<file path="src/hw/ex_pkg.sv">
// Shared types for the execute stage
// Word, register address and bit-mask widths
// ALU and multiplier operator encodings, multiplier FSM states
// Request structs for ALU and multiplier, register write port struct

package ex_pkg;

  // Data word for operands, results and load data
  typedef logic [31:0] word_t;
  // Register file write address (6 bits, room for FP registers)
  typedef logic [5:0]  regaddr_t;
  // Bit-field position or field length minus one
  typedef logic [4:0]  bmask_t;

  ////////////////////////////////////////////////////////////
  // Operator encodings
  ////////////////////////////////////////////////////////////

  typedef enum logic [4:0] {
    ADD   = 5'd0,
    SUB   = 5'd1,
    AND   = 5'd2,
    OR    = 5'd3,
    XOR   = 5'd4,
    SLL   = 5'd5,
    SRL   = 5'd6,
    SRA   = 5'd7,
    SLT   = 5'd8,
    SLTU  = 5'd9,
    EQ    = 5'd10,
    NE    = 5'd11,
    LT    = 5'd12,
    GE    = 5'd13,
    LTU   = 5'd14,
    GEU   = 5'd15,
    BEXT  = 5'd16,
    BEXTU = 5'd17,
    BINS  = 5'd18,
    BCLR  = 5'd19,
    BSET  = 5'd20
  } alu_op_e;

  typedef enum logic [1:0] {
    MUL    = 2'd0,
    MULH   = 2'd1,
    MULHSU = 2'd2,
    MULHU  = 2'd3
  } mult_op_e;

  // Multiplier sequencing, HIGH holds the upper product
  typedef enum logic [1:0] {
    IDLE = 2'd0,
    HIGH = 2'd1
  } mult_state_e;

  ////////////////////////////////////////////////////////////
  // Request and write-port bundles
  ////////////////////////////////////////////////////////////

  typedef struct packed {
    alu_op_e op;
    word_t   a;
    word_t   b;
    word_t   c;
    bmask_t  bmask_a;
    bmask_t  bmask_b;
  } alu_req_t;

  typedef struct packed {
    mult_op_e op;
    word_t    a;
    word_t    b;
  } mult_req_t;

  typedef struct packed {
    logic     we;
    regaddr_t waddr;
    word_t    wdata;
  } wb_port_t;

endpackage

</file>
<file path="src/hw/ex_wb_ports.sv">
// Register file write ports of the execute stage
// Forwarding port with CSR, multiplier and ALU result select
// Load port with the EX/WB destination register

`timescale 1ns/1ps

module ex_wb_ports (
  input  logic             clk,
  input  logic             rst_n,
  input  logic             alu_en_i,
  input  logic             mult_en_i,
  input  logic             csr_access_i,
  input  ex_pkg::word_t    alu_result_i,
  input  ex_pkg::word_t    mult_result_i,
  input  ex_pkg::word_t    csr_rdata_i,
  input  ex_pkg::word_t    lsu_rdata_i,
  input  logic             regfile_alu_we_i,
  input  ex_pkg::regaddr_t regfile_alu_waddr_i,
  input  logic             regfile_we_i,
  input  ex_pkg::regaddr_t regfile_waddr_i,
  input  logic             lsu_err_i,
  input  logic             ex_valid_i,
  input  logic             wb_ready_i,
  output ex_pkg::wb_port_t fw_port_o,
  output ex_pkg::wb_port_t wb_port_o
);

  // Load destination held for WB
  logic             lsu_we_q;
  ex_pkg::regaddr_t lsu_waddr_q;

  ////////////////////////////////////////////////////////////
  // Forwarding port
  ////////////////////////////////////////////////////////////

  always_comb begin
    fw_port_o.we    = regfile_alu_we_i;
    fw_port_o.waddr = regfile_alu_waddr_i;
    // CSR first, then multiplier, then ALU
    if (csr_access_i) begin
      fw_port_o.wdata = csr_rdata_i;
    end else if (mult_en_i) begin
      fw_port_o.wdata = mult_result_i;
    end else if (alu_en_i) begin
      fw_port_o.wdata = alu_result_i;
    end else begin
      fw_port_o.wdata = 32'd0;
    end
  end

  ////////////////////////////////////////////////////////////
  // EX/WB register for the load port
  ////////////////////////////////////////////////////////////

  always_ff @(posedge clk or negedge rst_n) begin
    if (!rst_n) begin
      lsu_we_q    <= 1'b0;
      lsu_waddr_q <= '0;
    end else if (ex_valid_i) begin
      // Faulting load never reaches the register file
      lsu_we_q <= regfile_we_i & ~lsu_err_i;
      if (regfile_we_i && !lsu_err_i) begin
        lsu_waddr_q <= regfile_waddr_i;
      end
    end else if (wb_ready_i) begin
      // Bubble: WB drained, nothing new from EX
      lsu_we_q <= 1'b0;
    end
  end

  // Load data arrives from the LSU in the WB cycle
  assign wb_port_o.we    = lsu_we_q;
  assign wb_port_o.waddr = lsu_waddr_q;
  assign wb_port_o.wdata = lsu_rdata_i;

endmodule

</file>
<file path="config.mk">
export PLATFORM = sky130hd
export DESIGN_NAME = ex_wb_ports
export DESIGN_NICKNAME = d
export VERILOG_FILES = /design/src/hw/ex_pkg.sv /design/src/hw/ex_wb_ports.sv
export SDC_FILE = /design/constraint.sdc
export NUM_CORES = 1
export LEC_CHECK = 0
export BUFFER_PORTS_ARGS = -buffer_cell sky130_fd_sc_hd__buf_2
export CAP_MARGIN = 20
export CORE_MARGIN = 10
export CORE_UTILIZATION = 32
export CTS_CLUSTER_DIAMETER = 200
export DETAILED_ROUTE_END_ITERATION = 12
export PLACE_DENSITY_LB_ADDON = 0.25
export SLEW_MARGIN = 10
export SYNTH_ARGS = -nofsm -noshare
export SYNTH_HDL_FRONTEND = slang
export SYNTH_SLANG_ARGS = --single-unit
</file>
<file path="constraint.sdc">
create_clock -name clk -period 1.1 [get_ports clk]
set_input_delay 0.165 -clock clk [delete_from_list [all_inputs] [get_ports clk]]
set_output_delay 0.165 -clock clk [all_outputs]
set_load 0.005 [all_outputs]
</file>
==> results.md <==
* Status: finished, final reports clean
* Wire per inst at about 17 µm
* Max Fclk at between 900 and 1000 MHz
* Die height at between 80 and 90 µm
* Final TNS setup at 0 ns
* Max H-tree Level at 1
* Area growth syn-to-layout at 42.77%
* PwrDens at just under 700 nW/µm²
* First-pass GRT wire length at about 8.6 mm
* Routed Antenna Nets at 0
* Final RePlAce weighted congestion at between 0.6 and 0.7
* Total power at between 1 and 1.5 mW
* Area share of the largest cell type after synthesis at between 20% and 30%
* Worst r2r src: lsu_waddr_q[0]
* DRT Wirelength at 6.185 mm
* Worst path cell trace: buf_6, buf_12, nand3b_1, a21oi_1, buf_2
* Worst r2r path cells at 1
* Bufs on Longest Clock Path at 2
* Gate Count Post-Synth at around 200
* RR Endpoint: lsu_waddr_q[0]
* Drc violations at 0
* Core area at between 4000 and 5000 µm²
* Hold path depth at 2
* Worst setup EP type: primary output
* Hold EP: lsu_waddr_q[5]
* GRT Total Usage at between 10 and 15%
* Vias per inst at around 4.8
* Worst-Skew Late Latency at around 0.23 ns
* Worst slew pin tran at roughly 0.17 ns
* Reg2reg setup slack at about 0.33 ns
* Sequential share of the synthesized area at a little under an eighth
* Max Cap Violations at 0
* Cts bufs inserted at 3
* CP max FO at 26
* Num ports at around 230
* Final Max Tran Viols at 0
* Hold Crit Class: in -> reg
* WS Path Type: in -> out
* Share of cells above drive strength 1 at 55.56%
* Synth cell types at 11
* Drt pass-1 iters at 4
* Leakage at 1.041 nW
* Nets at approximately 460
* Avg Inst Size Synth at around 7.3 µm²
* Ant. Diodes at 0
* Initial drt markers at 65
* Post-route minimum period at around 1.0 ns
* Number of global-route vias before repair at ~1700
* Yosys reg bits at 7
* RSZ-0062 raised after global routing: false
* Vias at 1703
* DIE AREA at ~7700 µm²
* Fin crit share at a little over nine tenths
* Antenna violations before repair at 0
* Family with the most delay on the worst path: buffers and inverters
* Dpl hpwl at 4.992 mm
* Register clock-pin slew on the reported worst setup and hold paths at approximately 0.040 ns
* CP arrival at just under 0.9 ns
* Slew headroom at roughly nine tenths
* Synth area leaders: a21oi_1 (22%), buf_4 (22%), nand3b_1 (16%)
* Initial Util at roughly 33%
* CTS tree: done
* Clock sinks at 7
* Die width at ~90 µm
* Hold_sp: regfile_waddr_i[5]
* Buffers plus inverters on the worst setup path at 3
* FP Rows at 24
* Root Buffer: clkbuf_8
* Largest net degree at the start of global routing at 39
* Crit-path max cell delay at roughly 0.15 ns
* Final count of negative-setup-slack endpoints at 0
* WP data required at roughly 0.94 ns
* Setup Skew at 0 ns
* Startpoint types: input pin
* I/O Buffers at 149
* Slowest cell on crit path: buf_12
* Area leader, netlist: a21oi_1
* Gr ovfl total at 0
* Final Hold Vio Count at 0
* Cell Area, Synth at around 1500 µm²
* Mapped Nets at roughly 350
* Synth warn at 0
* Worst VDD drop at 0.6859 mV
cells by family after synthesis:
kind of cell    Yosys count  synth area share, %
buf+inv                  57                29.26
mux                       6                4.619
flops                     7                11.98
compound gates           65                22.24
simple gates             66                31.91
how the worst max path moves through the flow:
stage | start | end | cells past startpoint
6_report | mult_en_i | fw_port_o[20] | 5
3_5_place_dp | mult_en_i | fw_port_o[20] | 5
3_3_place_gp | mult_en_i | fw_port_o[18] | 5
2_1_floorplan | mult_en_i | fw_port_o[23] | 4
4_1_cts | mult_en_i | fw_port_o[20] | 5
5_1_grt | mult_en_i | fw_port_o[20] | 5
placed cells by master, fill, tap and decap left out:
cell,instances
buf_2,148
a21oi_1,61
nand3b_1,32
nor2b_1,32
dfrtp_1,7
mux2_2,6
buf_12,6
a21oi_2,3
clkbuf_8,3
clkbuf_16,2
nand3b_4,1
nand2b_1,1
o21ai_0,1
clkbuf_1,1
dlygate4sd3_1,1
buf_6,1
routing by layer:
metal / GRT usage [%] / share of wire [%] / wire length (µm) / vias to the layer above
met4: 5.072 / 2.0 / 126 / 0
met5: 0 / 0 / 0 / -
met1: 13.39 / 35 / 2153 / 723
met2: 23.54 / 49 / 3054 / 106
met3: 7.057 / 14 / 850 / 12
li1: - / - / - / 862
timing repair:
item	in CTS	in global routing
endpoints found under the setup margin	0	12
hold buffers	1	0
buffers inserted	0	0
gates resized for setup	0	6
endpoints found under the hold margin	7	0
power breakdown:
| group | switching (mW) | total, mW | internal [mW] |
|---|---|---|---|
| clock | 0.113 | 0.364 | 0.251 |
| sequential | 0.0217 | 0.324 | 0.303 |
| combinational | 0.317 | 0.761 | 0.444 |
| total | 0.452 | 1.45 | 0.997 |
cell usage after synthesis, drive strengths merged:
library cell,count
buf,57
nand3b,33
nand2b,1
nor2b,32
dfrtp,7
a21oi,64
o21ai,1
mux2,6
sequential cells by signal, indices dropped and copies added, names as in the netlist:
name / flops
lsu_waddr_q: 6
lsu_we_q: 1
layout make-up:
cell class / count / area [µm²]
clock buffer: 4 / 45.04
fill: 436 / 2296
multi-input combinational: 137 / 870.8
sequential: 7 / 175.2
tap: 52 / 65.06
timing repair buffer: 158 / 932.1
per-stage QoR:
stage	area (µm²)	instances	utilization (%)	hold slack, ns	worst slack [ns]
floorplan	1463	201	-	-0.1306	0.2492
global placement	1966	351	44.83	0.003029	0.05862
detailed placement	1966	351	44.83	0.007120	0.03232
CTS	2021	356	46.09	0.1653	0.02905
global route	2088	358	47.63	0.1732	0.003821
finish	2088	358	47.63	0.1707	0.05129
Power figures use the tool's default switching activity.
