### src/hw/ex_pkg.sv
// Shared types for the execute stage
// Word, register address and bit-mask widths
// ALU and multiplier operator encodings, multiplier FSM states
// Request structs for ALU and multiplier, register write port struct

package ex_pkg;

  // Data word for operands, results and load data
  typedef logic [31:0] word_t;
  // Register file write address (6 bits, room for FP registers)
  typedef logic [5:0]  regaddr_t;
  // Bit-field position or field length minus one
  typedef logic [4:0]  bmask_t;

  ////////////////////////////////////////////////////////////
  // Operator encodings
  ////////////////////////////////////////////////////////////

  typedef enum logic [4:0] {
    ADD   = 5'd0,
    SUB   = 5'd1,
    AND   = 5'd2,
    OR    = 5'd3,
    XOR   = 5'd4,
    SLL   = 5'd5,
    SRL   = 5'd6,
    SRA   = 5'd7,
    SLT   = 5'd8,
    SLTU  = 5'd9,
    EQ    = 5'd10,
    NE    = 5'd11,
    LT    = 5'd12,
    GE    = 5'd13,
    LTU   = 5'd14,
    GEU   = 5'd15,
    BEXT  = 5'd16,
    BEXTU = 5'd17,
    BINS  = 5'd18,
    BCLR  = 5'd19,
    BSET  = 5'd20
  } alu_op_e;

  typedef enum logic [1:0] {
    MUL    = 2'd0,
    MULH   = 2'd1,
    MULHSU = 2'd2,
    MULHU  = 2'd3
  } mult_op_e;

  // Multiplier sequencing, HIGH holds the upper product
  typedef enum logic [1:0] {
    IDLE = 2'd0,
    HIGH = 2'd1
  } mult_state_e;

  ////////////////////////////////////////////////////////////
  // Request and write-port bundles
  ////////////////////////////////////////////////////////////

  typedef struct packed {
    alu_op_e op;
    word_t   a;
    word_t   b;
    word_t   c;
    bmask_t  bmask_a;
    bmask_t  bmask_b;
  } alu_req_t;

  typedef struct packed {
    mult_op_e op;
    word_t    a;
    word_t    b;
  } mult_req_t;

  typedef struct packed {
    logic     we;
    regaddr_t waddr;
    word_t    wdata;
  } wb_port_t;

endpackage

### src/hw/ex_mult.sv
// 32x32 integer multiplier built from 17-bit signed halves
// MUL low product in the same cycle
// MULH, MULHSU, MULHU in two cycles under an IDLE/HIGH FSM

`timescale 1ns/1ps

module ex_mult (
  input  logic              clk,
  input  logic              rst_n,
  input  logic              enable_i,
  input  ex_pkg::mult_req_t mult_req_i,
  input  logic              ex_ready_i,
  output ex_pkg::word_t     result_o,
  output logic              ready_o,
  output logic              multicycle_o
);

  // Operand signedness per operator
  logic                a_signed;
  logic                b_signed;
  logic                high_op;

  // Halves, low halves zero-extended, high halves sign-extended on demand
  logic signed [16:0]  a_hi;
  logic signed [16:0]  a_lo;
  logic signed [16:0]  b_hi;
  logic signed [16:0]  b_lo;

  // Partial products
  logic signed [33:0]  pp_hh;
  logic signed [33:0]  pp_hl;
  logic signed [33:0]  pp_lh;
  logic signed [33:0]  pp_ll;

  // Registered partial products for the high half
  logic signed [33:0]  pp_hh_q;
  logic signed [33:0]  pp_hl_q;
  logic signed [33:0]  pp_lh_q;
  logic [31:0]         pp_ll_q;

  ex_pkg::word_t       low_result;
  logic [63:0]         high_sum;
  ex_pkg::mult_state_e state_q;
  ex_pkg::mult_state_e state_d;

  assign a_signed = mult_req_i.op inside {ex_pkg::MULH, ex_pkg::MULHSU};
  assign b_signed = (mult_req_i.op == ex_pkg::MULH);
  assign high_op  = (mult_req_i.op != ex_pkg::MUL);

  assign a_hi = {a_signed & mult_req_i.a[31], mult_req_i.a[31:16]};
  assign a_lo = {1'b0, mult_req_i.a[15:0]};
  assign b_hi = {b_signed & mult_req_i.b[31], mult_req_i.b[31:16]};
  assign b_lo = {1'b0, mult_req_i.b[15:0]};

  assign pp_hh = a_hi * b_hi;
  assign pp_hl = a_hi * b_lo;
  assign pp_lh = a_lo * b_hi;
  assign pp_ll = a_lo * b_lo;

  // Low word only needs the bottom 16 bits of the cross terms
  assign low_result = pp_ll[31:0] + {pp_hl[15:0] + pp_lh[15:0], 16'h0000};

  // Full 64-bit sum of the registered terms
  assign high_sum = {pp_hh_q[31:0], 32'h0000_0000}
                  + {{14{pp_hl_q[33]}}, pp_hl_q, 16'h0000}
                  + {{14{pp_lh_q[33]}}, pp_lh_q, 16'h0000}
                  + {32'h0000_0000, pp_ll_q};

  ////////////////////////////////////////////////////////////
  // Sequencing FSM
  ////////////////////////////////////////////////////////////

  always_comb begin
    state_d      = state_q;
    ready_o      = 1'b1;
    multicycle_o = 1'b0;
    result_o     = low_result;
    case (state_q)
      ex_pkg::IDLE: begin
        // High op seen, stall one cycle while products settle in registers
        if (enable_i && high_op) begin
          ready_o = 1'b0;
          state_d = ex_pkg::HIGH;
        end
      end
      ex_pkg::HIGH: begin
        multicycle_o = 1'b1;
        result_o     = high_sum[63:32];
        // Hold the result until the stage moves on
        if (ex_ready_i) begin
          state_d = ex_pkg::IDLE;
        end
      end
      default: state_d = ex_pkg::IDLE;
    endcase
  end

  always_ff @(posedge clk or negedge rst_n) begin
    if (!rst_n) begin
      state_q <= ex_pkg::IDLE;
    end else begin
      state_q <= state_d;
    end
  end

  // Capture products on the stall cycle only
  always_ff @(posedge clk) begin
    if (state_q == ex_pkg::IDLE && enable_i && high_op) begin
      pp_hh_q <= pp_hh;
      pp_hl_q <= pp_hl;
      pp_lh_q <= pp_lh;
      pp_ll_q <= pp_ll[31:0];
    end
  end

endmodule

### config.mk
export PLATFORM = sky130hd
export DESIGN_NAME = ex_mult
export DESIGN_NICKNAME = d
export VERILOG_FILES = /design/src/hw/ex_pkg.sv /design/src/hw/ex_mult.sv
export SDC_FILE = /design/constraint.sdc
export NUM_CORES = 2
export LEC_CHECK = 0
export BUFFER_PORTS_ARGS = -buffer_cell sky130_fd_sc_hd__buf_2
export CAP_MARGIN = 20
export CORE_MARGIN = 5
export CORE_UTILIZATION = 61
export CTS_CLUSTER_DIAMETER = 150
export DETAILED_ROUTE_END_ITERATION = 12
export HOLD_SLACK_MARGIN = 0.03
export PLACE_DENSITY = 0.91
export SYNTH_ARGS = -nofsm -noshare
export SYNTH_HDL_FRONTEND = slang
export SYNTH_SLANG_ARGS = --single-unit
export TNS_END_PERCENT = 100
### constraint.sdc
create_clock -name clk -period 13.44 [get_ports clk]
set_input_delay 3.36 -clock clk [delete_from_list [all_inputs] [get_ports clk]]
set_output_delay 3.36 -clock clk [all_outputs]
set_load 0.005 [all_outputs]
==> results by group <==
Critical path
  • Kind of capture point of the worst setup path: primary output
  • Cell with the most instances on the worst path: sky130_fd_sc_hd__fa_1
  • Worst Setup Path Type: primary input to primary output
  • Slowest stage delay, CP: 540 ps
  • Arrival time of the worst setup path: 10770 ps
  • Library cell contributing the largest single delay on the critical path: sky130_fd_sc_hd__fa_1
  • Critical Path Start Type: primary input
  • Largest fanout on the critical path: 8
  • Worst endpoint required time: 10080 ps

Clock tree
  • Clk Tree Root Cell: sky130_fd_sc_hd__clkbuf_16
  • Maximum buffer depth of the clock tree: 2
  • Clock tree from TritonCTS: done
  • Number of buffers created by CTS: 17
  • Post-CTS Hold Buffers: 0
  • Clk pin slew, worst setup/hold paths: 70 ps
  • Clock sink count: 117
  • CTS H-tree depth: 4
  • Worst-Skew Late Latency: 450 ps

Route
  • Via count of the routed design: 36300
  • Remaining routing DRC violations: 0
  • DR pass1 iterations: 8
  • Overall routed net length: 133000 um
  • ANT nets after route: 0
  • Drt wl/cell: 21.6 um
  • Via density per instance: 5.91
  • Detailed router's first-iteration violation count: 3226

Cells and area
  • Fin area: 0.0507 sq mm
  • Commonest non-fill, non-tap cells in the layout: 1124 x sky130_fd_sc_hd__inv_1, 1006 x sky130_fd_sc_hd__fa_1, 616 x sky130_fd_sc_hd__nand2_1
  • Filler instances: 5000
  • Area overhead of the layout relative to synthesis: 9.89%
  • Share of post-route cells with drive strength above 1: 10.8%
  • # nets final: 6713
  • Final Non-Filler Cells: 6146
  • Most common cell after layout, fill and taps aside: sky130_fd_sc_hd__inv_1

Synthesis
  • Cell accounting for the most synthesized area: sky130_fd_sc_hd__fa_1
  • Flop and latch count out of synthesis: 117
  • Post-synth EDFFs: 116
  • Synthesized netlist net count: 6518
  • Most used flip-flop cell after synthesis: sky130_fd_sc_hd__edfxtp_1
  • Adder-Cell Fraction of Synth Area: 57.0%
  • Parity-gate share of the synthesized area counting xor and xnor cells: 3.56%
  • Netlist area before placement: 0.0461 sq mm
  • Synthesized area divided by synthesized cell count: 9.30 sq um
  • Top post-synthesis cells by area: sky130_fd_sc_hd__fa_1 44%, sky130_fd_sc_hd__ha_1 13%, sky130_fd_sc_hd__inv_1 9.2%, sky130_fd_sc_hd__edfxtp_1 7.6%, sky130_fd_sc_hd__and2_1 6.7%
  • Yosys warns: 0
  • Number of distinct library cells after synthesis: 66
  • Compound-Gate Fraction of Synth Area: 5.75%
  • Proportion of synthesized area in mux cells: 0.182%
  • Post-synth ARST share: 0.855%
  • Post-synth top area share: 44.0%
  • Post-Syn Instances: 4958
  • Dominant combinational cell family by area after synthesis: adder cells
  • Post-synthesis share of cell area spent on and, or, nand and nor gates: 15.0%
  • Proportion of synthesized chip area in sequential cells: 7.61%

Timing
  • Hold violation count in the final report: 0
  • Final worst-path cycle share: 105%
  • Transition time of the tightest slew-check pin: 995 ps
  • Fmax: 0.0708 GHz
  • Period minus WS final: 14130 ps
  • Skew final: 10.9 ps
  • Setup ws final: -686 ps
  • Setup violators final: 9
  • Setup repair after global routing missed its margin: true
  • Pins Over Slew Limit: 0
  • Slew margin rel.: 33.2%

Placement
  • Buffers added on ports: 103
  • Count of placed standard cells including taps: 6088
  • Placer Congestion: 1.03
  • Post-detail-place hpwl: 109000 um
  • Post-placement cell area: 0.0493 sq mm

Global route
  • Largest net degree at the start of global routing: 60
  • Total gr overflow: 0
  • Vias in the first global route: 40900
  • Antenna violations before repair: 13
  • Total track usage: 33.1%
  • Global-route wire length before repair: 212000 um

Status
  • Run status: finished with violations
  • Failing checks: negative setup slack

Floorplan
  • Die width: 285 um
  • Die Area: 0.0812 sq mm
  • Floorplan Core Area: 0.0747 sq mm
  • Die outline height: 285 um
  • Initial Util: 61.7%
  • I/O Pins: 104
  • Number of core rows: 100

Worst hold path
  • Worst Hold Class: register to register

Job
  • Reported max-cap violation count: 0
layer usage:
| layer | GRT usage [%] | share of wire, % | up-vias |
|---|---|---|---|
| met4 | 24.2 | 9.2 | 8 |
| met2 | 54.3 | 48 | 2143 |
| met5 | 0 | 0.049 | - |
| li1 | - | - | 15300 |
| met3 | 8.42 | 9.9 | 762 |
| met1 | 37.5 | 33 | 18100 |
timing repair:
action / 4_1_cts / 5_1_grt
cloned: 1 / 0
buffers inserted: 10 / 4
gates resized for setup: 106 / 28
setup endpoints to repair: 9 / 11
pin swaps: 66 / 27
path summary, 6_finish.rpt:
check                      cells past startpoint  slack, ps     startpoint            to
setup / recovery                              33       -690  mult_req_i[6]  result_o[28]
hold / removal                                 3       1470     state_q[0]    state_q[0]
setup reg to reg                               5      10070     state_q[0]   pp_hl_q[24]
hold reg to reg                                3       1470     state_q[0]    state_q[0]
max in group asynchronous                      1      10690          rst_n    state_q[0]
min in group asynchronous                      1       2670          rst_n    state_q[0]
synthesized netlist by cell type, drive strengths merged (2+ instances only):
| cell type | number |
|---|---|
| fa | 1012 |
| clkbuf | 211 |
| o2111ai | 2 |
| or3 | 9 |
| a21boi | 5 |
| a221oi | 3 |
| and4 | 4 |
| nor2b | 13 |
| xor2 | 56 |
| o31ai | 7 |
| o21ba | 2 |
| a31oi | 10 |
| nand4 | 16 |
| o21a | 30 |
| and2 | 493 |
| a211o | 2 |
| xnor2 | 126 |
| o21ai | 83 |
| o21bai | 21 |
| nand2 | 623 |
| or4 | 6 |
| a31o | 6 |
| nand2b | 18 |
| a21oi | 135 |
| maj3 | 2 |
| ha | 478 |
| and3 | 25 |
| o22ai | 4 |
| mux2 | 3 |
| inv | 1131 |
| or2 | 28 |
| a22oi | 2 |
| nand3 | 24 |
| o211ai | 8 |
| edfxtp | 116 |
| a211oi | 18 |
| nor2 | 93 |
| o41ai | 4 |
| mux2i | 5 |
| a2111oi | 7 |
| nor4 | 15 |
| nor3 | 25 |
| a21o | 60 |
stage by stage:
step           hold slack [ps]  TNS (ps)  setup WS (ps)  utilization [%]
6_report                  1470     -4550           -686             67.8
5_1_grt                   1550     -6660           -911             67.8
4_1_cts                   1450     -3460           -611             67.6
3_5_place_dp              1440     -6110           -927             66.0
3_3_place_gp              1420     -4640           -721             66.0
2_1_floorplan              919     -48.2          -48.2                -
critical path: cells and delay by family:
kind	cells	cell delay (ps)
AO/OA/AOI/OAI	10	1720
XOR/XNOR	1	200
adder cells (fa/ha/maj)	10	4210
buffers and inverters	7	630
AND/OR/NAND/NOR	5	610
area by class of cell:
cell class	instances	area [sq um]	area share (%)
clock inverter	15	216	0.427
timing repair buffer	388	2960	5.85
antenna	11	27.5	0.0543
sequential	117	3510	6.93
tap	969	1210	2.39
multi-input combinational	3498	38100	75.1
inverter	1131	4250	8.39
clock buffer	17	425	0.840
cells by family after synthesis:
| kind of cell | count (synthesis) |
|---|---|
| simple gates | 1396 |
| mux | 8 |
| fa+ha+maj | 1492 |
| xor+xnor | 184 |
| buf+inv | 1343 |
| flops | 117 |
| compound gates | 418 |
flip-flops by register name, indices dropped and copies added, names as in the netlist:
name and cells:
pp_hl_q 34, pp_lh_q 34, pp_hh_q 32, pp_ll_q 16, state_q 1
Power is left out: the tool's default activity adds up to more than one toggle a clock period on the data nets, which glitch-free logic cannot reach.
