`config.mk`:
```
export PLATFORM = sky130hd
export DESIGN_NAME = ex_alu
export DESIGN_NICKNAME = d
export VERILOG_FILES = /design/src/hw/ex_pkg.sv /design/src/hw/ex_alu.sv
export SDC_FILE = /design/constraint.sdc
export NUM_CORES = 1
export LEC_CHECK = 0
export BUFFER_PORTS_ARGS = -buffer_cell sky130_fd_sc_hd__buf_2
export CAP_MARGIN = 25
export CELL_PAD_IN_SITES_DETAIL_PLACEMENT = 1
export CELL_PAD_IN_SITES_GLOBAL_PLACEMENT = 1
export CORE_MARGIN = 8
export CORE_UTILIZATION = 30
export DETAILED_ROUTE_END_ITERATION = 10
export PLACE_DENSITY_LB_ADDON = 0.1
export SYNTH_ARGS = -nofsm -noshare
export SYNTH_HDL_FRONTEND = slang
export SYNTH_SLANG_ARGS = --single-unit
```
`constraint.sdc`:
```
create_clock -name vclk -period 6.95
set_clock_uncertainty 0.1 [all_clocks]
set_input_delay 0.695 -clock vclk [all_inputs]
set_output_delay 0.695 -clock vclk [all_outputs]
set_load 0.01 [all_outputs]
```
`src/hw/ex_pkg.sv`:
```
// Shared types for the execute stage
// Word, register address and bit-mask widths
// ALU and multiplier operator encodings, multiplier FSM states
// Request structs for ALU and multiplier, register write port struct

package ex_pkg;

  // Data word for operands, results and load data
  typedef logic [31:0] word_t;
  // Register file write address (6 bits, room for FP registers)
  typedef logic [5:0]  regaddr_t;
  // Bit-field position or field length minus one
  typedef logic [4:0]  bmask_t;

  ////////////////////////////////////////////////////////////
  // Operator encodings
  ////////////////////////////////////////////////////////////

  typedef enum logic [4:0] {
    ADD   = 5'd0,
    SUB   = 5'd1,
    AND   = 5'd2,
    OR    = 5'd3,
    XOR   = 5'd4,
    SLL   = 5'd5,
    SRL   = 5'd6,
    SRA   = 5'd7,
    SLT   = 5'd8,
    SLTU  = 5'd9,
    EQ    = 5'd10,
    NE    = 5'd11,
    LT    = 5'd12,
    GE    = 5'd13,
    LTU   = 5'd14,
    GEU   = 5'd15,
    BEXT  = 5'd16,
    BEXTU = 5'd17,
    BINS  = 5'd18,
    BCLR  = 5'd19,
    BSET  = 5'd20
  } alu_op_e;

  typedef enum logic [1:0] {
    MUL    = 2'd0,
    MULH   = 2'd1,
    MULHSU = 2'd2,
    MULHU  = 2'd3
  } mult_op_e;

  // Multiplier sequencing, HIGH holds the upper product
  typedef enum logic [1:0] {
    IDLE = 2'd0,
    HIGH = 2'd1
  } mult_state_e;

  ////////////////////////////////////////////////////////////
  // Request and write-port bundles
  ////////////////////////////////////////////////////////////

  typedef struct packed {
    alu_op_e op;
    word_t   a;
    word_t   b;
    word_t   c;
    bmask_t  bmask_a;
    bmask_t  bmask_b;
  } alu_req_t;

  typedef struct packed {
    mult_op_e op;
    word_t    a;
    word_t    b;
  } mult_req_t;

  typedef struct packed {
    logic     we;
    regaddr_t waddr;
    word_t    wdata;
  } wb_port_t;

endpackage

```
`src/hw/ex_alu.sv`:
```
// Combinational integer ALU
// Shared adder for add, subtract and all compares
// Single right barrel shifter with bit reversal for left shifts
// Bit-field extract, insert, clear and set

`timescale 1ns/1ps

module ex_alu (
  input  ex_pkg::alu_req_t alu_req_i,
  output ex_pkg::word_t    result_o,
  output logic             cmp_result_o
);

  // Mirror a word so one right shifter also does left shifts
  function automatic ex_pkg::word_t bit_reverse(input ex_pkg::word_t v);
    ex_pkg::word_t r;
    for (int i = 0; i < 32; i++) begin
      r[i] = v[31-i];
    end
    return r;
  endfunction

  ex_pkg::alu_op_e op;
  ex_pkg::word_t   op_a;
  ex_pkg::word_t   op_b;
  ex_pkg::word_t   op_c;

  // Adder and compare flags
  logic            do_sub;
  ex_pkg::word_t   add_b;
  logic [32:0]     add_sum;
  logic            is_eq;
  logic            is_lt;
  logic            is_ltu;

  // Shifter
  logic            shift_left;
  logic            shift_arith;
  ex_pkg::word_t   shift_in;
  logic [32:0]     shift_ext;
  ex_pkg::word_t   shift_res;

  // Bit-field unit
  ex_pkg::word_t   bf_ones;
  ex_pkg::word_t   bf_mask;
  ex_pkg::word_t   bf_field;
  ex_pkg::word_t   bf_ext;

  assign op   = alu_req_i.op;
  assign op_a = alu_req_i.a;
  assign op_b = alu_req_i.b;
  assign op_c = alu_req_i.c;

  ////////////////////////////////////////////////////////////
  // Shared adder
  ////////////////////////////////////////////////////////////

  // Subtract for SUB and every compare
  assign do_sub = op inside {ex_pkg::SUB, ex_pkg::SLT, ex_pkg::SLTU, ex_pkg::EQ,
                             ex_pkg::NE, ex_pkg::LT, ex_pkg::GE, ex_pkg::LTU,
                             ex_pkg::GEU};
  assign add_b   = do_sub ? ~op_b : op_b;
  assign add_sum = {1'b0, op_a} + {1'b0, add_b} + {32'd0, do_sub};

  // Zero difference means equal
  assign is_eq  = (add_sum[31:0] == 32'd0);
  // No carry out of a - b means a < b unsigned
  assign is_ltu = ~add_sum[32];
  // Signs differ: negative one is smaller, else the difference sign decides
  assign is_lt  = (op_a[31] ^ op_b[31]) ? op_a[31] : add_sum[31];

  ////////////////////////////////////////////////////////////
  // Barrel shifter
  ////////////////////////////////////////////////////////////

  assign shift_left  = (op == ex_pkg::SLL);
  assign shift_arith = (op == ex_pkg::SRA);
  assign shift_in    = shift_left ? bit_reverse(op_a) : op_a;
  // Extra top bit carries the sign for SRA, zero otherwise
  assign shift_ext   = $signed({shift_arith & shift_in[31], shift_in}) >>> op_b[4:0];
  assign shift_res   = shift_left ? bit_reverse(shift_ext[31:0]) : shift_ext[31:0];

  ////////////////////////////////////////////////////////////
  // Bit-field unit
  ////////////////////////////////////////////////////////////

  // bmask_a + 1 ones at the bottom
  assign bf_ones  = 32'hFFFF_FFFF >> (5'd31 - alu_req_i.bmask_a);
  // Field mask placed at start bit bmask_b
  assign bf_mask  = bf_ones << alu_req_i.bmask_b;
  // Field moved down to bit 0
  assign bf_field = (op_a >> alu_req_i.bmask_b) & bf_ones;
  // Sign extension from the top bit of the field
  assign bf_ext   = bf_field[alu_req_i.bmask_a] ? (bf_field | ~bf_ones) : bf_field;

  // Compare flag, also the branch decision
  always_comb begin
    case (op)
      ex_pkg::EQ:                cmp_result_o = is_eq;
      ex_pkg::NE:                cmp_result_o = ~is_eq;
      ex_pkg::SLT, ex_pkg::LT:   cmp_result_o = is_lt;
      ex_pkg::GE:                cmp_result_o = ~is_lt;
      ex_pkg::SLTU, ex_pkg::LTU: cmp_result_o = is_ltu;
      ex_pkg::GEU:               cmp_result_o = ~is_ltu;
      default:                   cmp_result_o = 1'b0;
    endcase
  end

  // Result select
  always_comb begin
    case (op)
      ex_pkg::ADD,
      ex_pkg::SUB:   result_o = add_sum[31:0];
      ex_pkg::AND:   result_o = op_a & op_b;
      ex_pkg::OR:    result_o = op_a | op_b;
      ex_pkg::XOR:   result_o = op_a ^ op_b;
      ex_pkg::SLL,
      ex_pkg::SRL,
      ex_pkg::SRA:   result_o = shift_res;
      ex_pkg::SLT, ex_pkg::SLTU, ex_pkg::EQ, ex_pkg::NE,
      ex_pkg::LT, ex_pkg::GE, ex_pkg::LTU,
      ex_pkg::GEU:   result_o = {31'd0, cmp_result_o};
      ex_pkg::BEXT:  result_o = bf_ext;
      ex_pkg::BEXTU: result_o = bf_field;
      // Insert the low bits of a into the old value in c
      ex_pkg::BINS:  result_o = ((op_a << alu_req_i.bmask_b) & bf_mask) | (op_c & ~bf_mask);
      ex_pkg::BCLR:  result_o = op_a & ~bf_mask;
      ex_pkg::BSET:  result_o = op_a | bf_mask;
      default:       result_o = 32'd0;
    endcase
  end

endmodule

```
==> qor.csv, run 1 <==
metric,value,unit
synth.largest_area_cell,mux2i_1,
grt_pass1_wl,123000,µm
synth_common_cells,"234 x nor2_1, 187 x nand2_1, 185 x a21oi_1, 144 x mux2i_1, 119 x clkbuf_1",
dpl.hpwl,68100,µm
grt_overflow,0,
criticalPathCategory,in2out,
syn_inst,1812,
nFillCells,5168,
drt_pass1_iterations,6,
min_path_type,in2out,
rsz0062_at_grt,no,
antenna_left,0,
coreArea,40600,µm²
fp.dieW,218,µm
finalCritPeriodShare,0.872,
num-nets-final,1972,
io_buffers,144,
setup_tns,0,ns
viasPerCell,7.06,
place_congestion,1.06,
max_clock_freq,165,MHz
grt_pass1_vias,15999,
ys_types,90,
ios,144,
status,"finished, final reports clean",
cts_hold_buf,0,
synth_top_area_frac,0.117,
synth_fp_nets,1957,
ys_seq_area_frac,0,
cp_max_fo,20,
tightest_slew,1.05,ns
drt_iter0_drc,2241,
cts_setup_buffers,0,
synthTopCellsByArea,"mux2i_1 12%, mux4_2 10%, a21oi_1 7.5%",
die_h,218,µm
grt_max_degree,68,
syn_area_per_cell,6.79,µm²
rows,74,
worstSetupEndpointType,primary output,
grt_usage,0.353,
start_util,0.303,
required,6.15,ns
area_delta_synth_final,8.22,%
dr_total_vias,16650,
crit_path_start_kind,primary input,
routed_wl,88600,µm
cts_resized,0,
register_area,0,µm²
drv_cap,0,
clockBufferCount,0,
yosysWarningCount,0,
yosysMostFrequentCell,nor2_1,
syn_area,12300,µm²
min_period,6.06,ns
antenna_found_initial,6,
final-setup-viol-count,0,
maxSlewViolCount,0,
sequential_cell_total,0,
die_area,47700,µm²
finalHoldViolCount,0,
drive_above_1_share,0.173,
drc_errors,0,
crit_arrival,5.27,ns
detail_route.wl_per_cell,37.6,µm
max_slew_margin,0.296,
[metal layers]
layer,track usage,up-vias,routed length (µm)
met4,0.125,2,4180
met3,0.0908,211,10800
met2,0.528,1144,37200
li1,-,6937,-
met5,0,-,12
met1,0.483,8356,36500
[metrics by stage]
stage | util | setup slack, ns | hold WS, ns | cell area [µm²] | cells
after CTS | 0.327 | 0.956 | 1.85 | 13300 | 2354
after global placement | 0.327 | 0.980 | 1.84 | 13300 | 2354
after floorplan | - | 1.65 | 1.54 | 12300 | 1812
final | 0.327 | 0.887 | 1.84 | 13300 | 2358
after global routing | 0.327 | 0.484 | 1.88 | 13300 | 2357
after detailed placement | 0.327 | 1.00 | 1.85 | 13300 | 2354
[cells by family after synthesis]
logic type      share of synthesized area
simple gates                        0.234
compound gates                      0.338
fa+ha+maj                          0.0377
buf+inv                            0.0766
xor+xnor                           0.0449
mux                                 0.269
[worst max-delay path, cell delays in order]
cell	delay, ns
buf_2	0.32
nor3b_1	0.15
o21bai_4	0.49
buf_4	0.30
xnor2_1	0.09
ha_1	0.38
nand2_1	0.13
a21oi_1	0.18
o21ai_0	0.14
and3_1	0.23
a211oi_1	0.30
o21ai_0	0.16
a2111oi_0	0.62
nor4b_1	0.33
nand4_1	0.20
xnor2_1	0.18
o211ai_1	0.19
buf_2	0.17
[area by class of cell]
class / count / area, µm² / area share
diodes: 1 / 2.50 / 0.000188
well taps: 532 / 666 / 0.0500
multi-input cells: 1600 / 11400 / 0.856
repair buffers: 197 / 1150 / 0.0862
inverters: 28 / 105 / 0.00790
[cells in the final DEF, fill, tap and decap left out, drive strengths merged, types with 8 or more instances in the layout]
| cell type | n |
|---|---|
| o31ai | 12 |
| o32ai | 8 |
| a211oi | 34 |
| a22oi | 16 |
| o211ai | 36 |
| a31oi | 16 |
| a21oi | 187 |
| a211o | 11 |
| mux2 | 26 |
| a221oi | 26 |
| nand2 | 188 |
| and2 | 16 |
| buf | 196 |
| o2111ai | 10 |
| mux2i | 144 |
| o21ai | 131 |
| nand4 | 15 |
| nor3 | 44 |
| o21a | 8 |
| xor2 | 12 |
| nor2b | 18 |
| and3 | 10 |
| inv | 26 |
| o311a | 10 |
| mux4 | 68 |
| o221ai | 16 |
| nand2b | 13 |
| o22ai | 15 |
| a22o | 10 |
| xnor2 | 51 |
| ha | 33 |
| a21o | 20 |
| nor4 | 12 |
| or3 | 19 |
| nand3 | 41 |
| nor2 | 234 |
[worst paths after layout]
path	startpoint	endpoint	slack [ns]	cells past startpoint
hold / removal	alu_req_i[10]	result_o[0]	1.84	6
setup / recovery	alu_req_i[107]	result_o[0]	0.89	18
==> run 2: changes to the inputs <==
--- a/config.mk
+++ b/config.mk
@@ -12,7 +12,8 @@
 export CORE_MARGIN = 8
 export CORE_UTILIZATION = 30
 export DETAILED_ROUTE_END_ITERATION = 10
-export PLACE_DENSITY_LB_ADDON = 0.1
+export PLACE_DENSITY = 0.69
+export SLEW_MARGIN = 20
 export SYNTH_ARGS = -nofsm -noshare
 export SYNTH_HDL_FRONTEND = slang
 export SYNTH_SLANG_ARGS = --single-unit
==> run 2 against run 1 <==
Effect of this change:
- core utilization is essentially flat
- sequential share of layout area is the same
- global-route usage is 1.1 points lower
- maximum frequency fell by 2.7%
- cell count grew 0.17%
- critical path depth unchanged
- routed wire length fell by 3.6%
- first-iteration DRC count shrank 1.3%
- critical path type unchanged
- critical endpoint unchanged
==> qor.csv, run 2 (synthesis results as in run 1) <==
metric,value,unit,change
min_period,6.23,ns,was 6.06 ns
die_area,47700,µm²,unchanged
num-nets-final,1976,,was 1972
dpl.hpwl,65700,µm,was 68100 µm
antenna_found_initial,6,,unchanged
finalCritPeriodShare,0.897,,was 0.872
grt_max_degree,53,,was 68
finalHoldViolCount,0,,unchanged
max_clock_freq,160,MHz,was 165 MHz
crit_family,compound AO/OA/AOI/OAI gates,,unchanged
path_cells,buf_2 > nor3b_1 > o21bai_4 > buf_4 > xnor2_1 > ha_1 > a21oi_1 > nor2_1 > nor2_1 > and3_1 > a211oi_1 > or3_1 > a2111oi_0 > nor4b_1 > nand4_1 > xnor2_1 > o211ai_1 > buf_2,,was buf_2 > nor3b_1 > o21bai_4 > buf_4 > xnor2_1 > ha_1 > nand2_1 > a21oi_1 > o21ai_0 > and3_1 > a211oi_1 > o21ai_0 > a2111oi_0 > nor4b_1 > nand4_1 > xnor2_1 > o211ai_1 > buf_2
required,6.15,ns,about the same
rows,74,,unchanged
cts_hold_buf,0,,unchanged
layout_common_cells,"233 x nor2_1, 187 x nand2_1, 185 x a21oi_1",,unchanged
maxSlewViolCount,0,,unchanged
coreArea,40600,µm²,unchanged
drc_errors,0,,unchanged
detail_route.wl_per_cell,36.1,µm,was 37.6 µm
nFillCells,5198,,was 5168
max_slew_margin,0.220,,was 0.296
final-setup-viol-count,0,,unchanged
status,"finished, final reports clean",,unchanged
drt_pass1_iterations,5,,was 6
sequential_cell_total,0,,unchanged
final_common_cell,nor2_1,,unchanged
cpPeakStageDelay,0.65,ns,was 0.62 ns
fp.dieW,218,µm,unchanged
clockBufferCount,0,,unchanged
antenna_left,0,,unchanged
grt_overflow,0,,unchanged
wl_met2,34500,µm,was 37200 µm
cts_setup_buffers,0,,unchanged
placed_cells,2361,,was 2354
area_delta_synth_final,8.25,%,was 8.22%
drt_iter0_drc,2211,,was 2241
rsz0062_at_grt,no,,unchanged
place_congestion,1.07,,was 1.06
drv_cap,0,,unchanged
start_util,0.303,,unchanged
drive_above_1_share,0.174,,was 0.173
crit_arrival,5.44,ns,was 5.27 ns
routed_wl,85400,µm,was 88600 µm
met1_length,34500,µm,was 36500 µm
crit_path_start_kind,primary input,,unchanged
min_path_type,in2out,,unchanged
design_area,13300,µm²,about the same
grt_pass1_vias,16653,,was 15999
tightest_slew,1.16,ns,was 1.05 ns
setup_tns,0,ns,unchanged
multi_input_area,11400,µm²,unchanged
grt_usage,0.342,,was 0.353
fin_cells,2362,,was 2358
crit_slowest_cell,a2111oi_0,,unchanged
register_area,0,µm²,unchanged
viasPerCell,7.11,,was 7.06
die_h,218,µm,unchanged
cp_max_fo,20,,unchanged
top_layer_used,met5,,unchanged
worst-path-buf-inv,3,,unchanged
grt_pass1_wl,121000,µm,was 123000 µm
cts_resized,0,,unchanged
criticalPathCategory,in2out,,unchanged
hold_ws,1.81,ns,was 1.84 ns
placed_area,13300,µm²,about the same
ios,144,,unchanged
dr_total_vias,16802,,was 16650
io_buffers,144,,unchanged
route.met3.wl,10700,µm,was 10800 µm
worstSetupEndpointType,primary output,,unchanged
## run 2: final timing paths
check | from | endpoint | slack, ns | cells after the start
max | alu_req_i[107] | result_o[0] | 0.72 | 18
min | alu_req_i[21] | result_o[11] | 1.81 | 5
## run 2: layout make-up
| cell class | count | area share |
|---|---|---|
| antenna | 1 | 0.000188 |
| tap | 532 | 0.0500 |
| timing repair buffer | 201 | 0.0865 |
| inverter | 28 | 0.00789 |
| multi-input combinational | 1600 | 0.855 |
## run 2: metal layers
layer  vias to the layer above  track usage
met5                         -       0.0125
met4                         6        0.186
met3                       254       0.0900
met2                      1308        0.492
met1                      8286        0.458
li1                       6948            -
## run 2: stage by stage
step	setup slack, ns	utilization
after global routing	0.466	0.327
after CTS	0.842	0.327
after floorplan	1.65	-
after detailed placement	0.857	0.327
after global placement	0.974	0.327
final	0.716	0.328
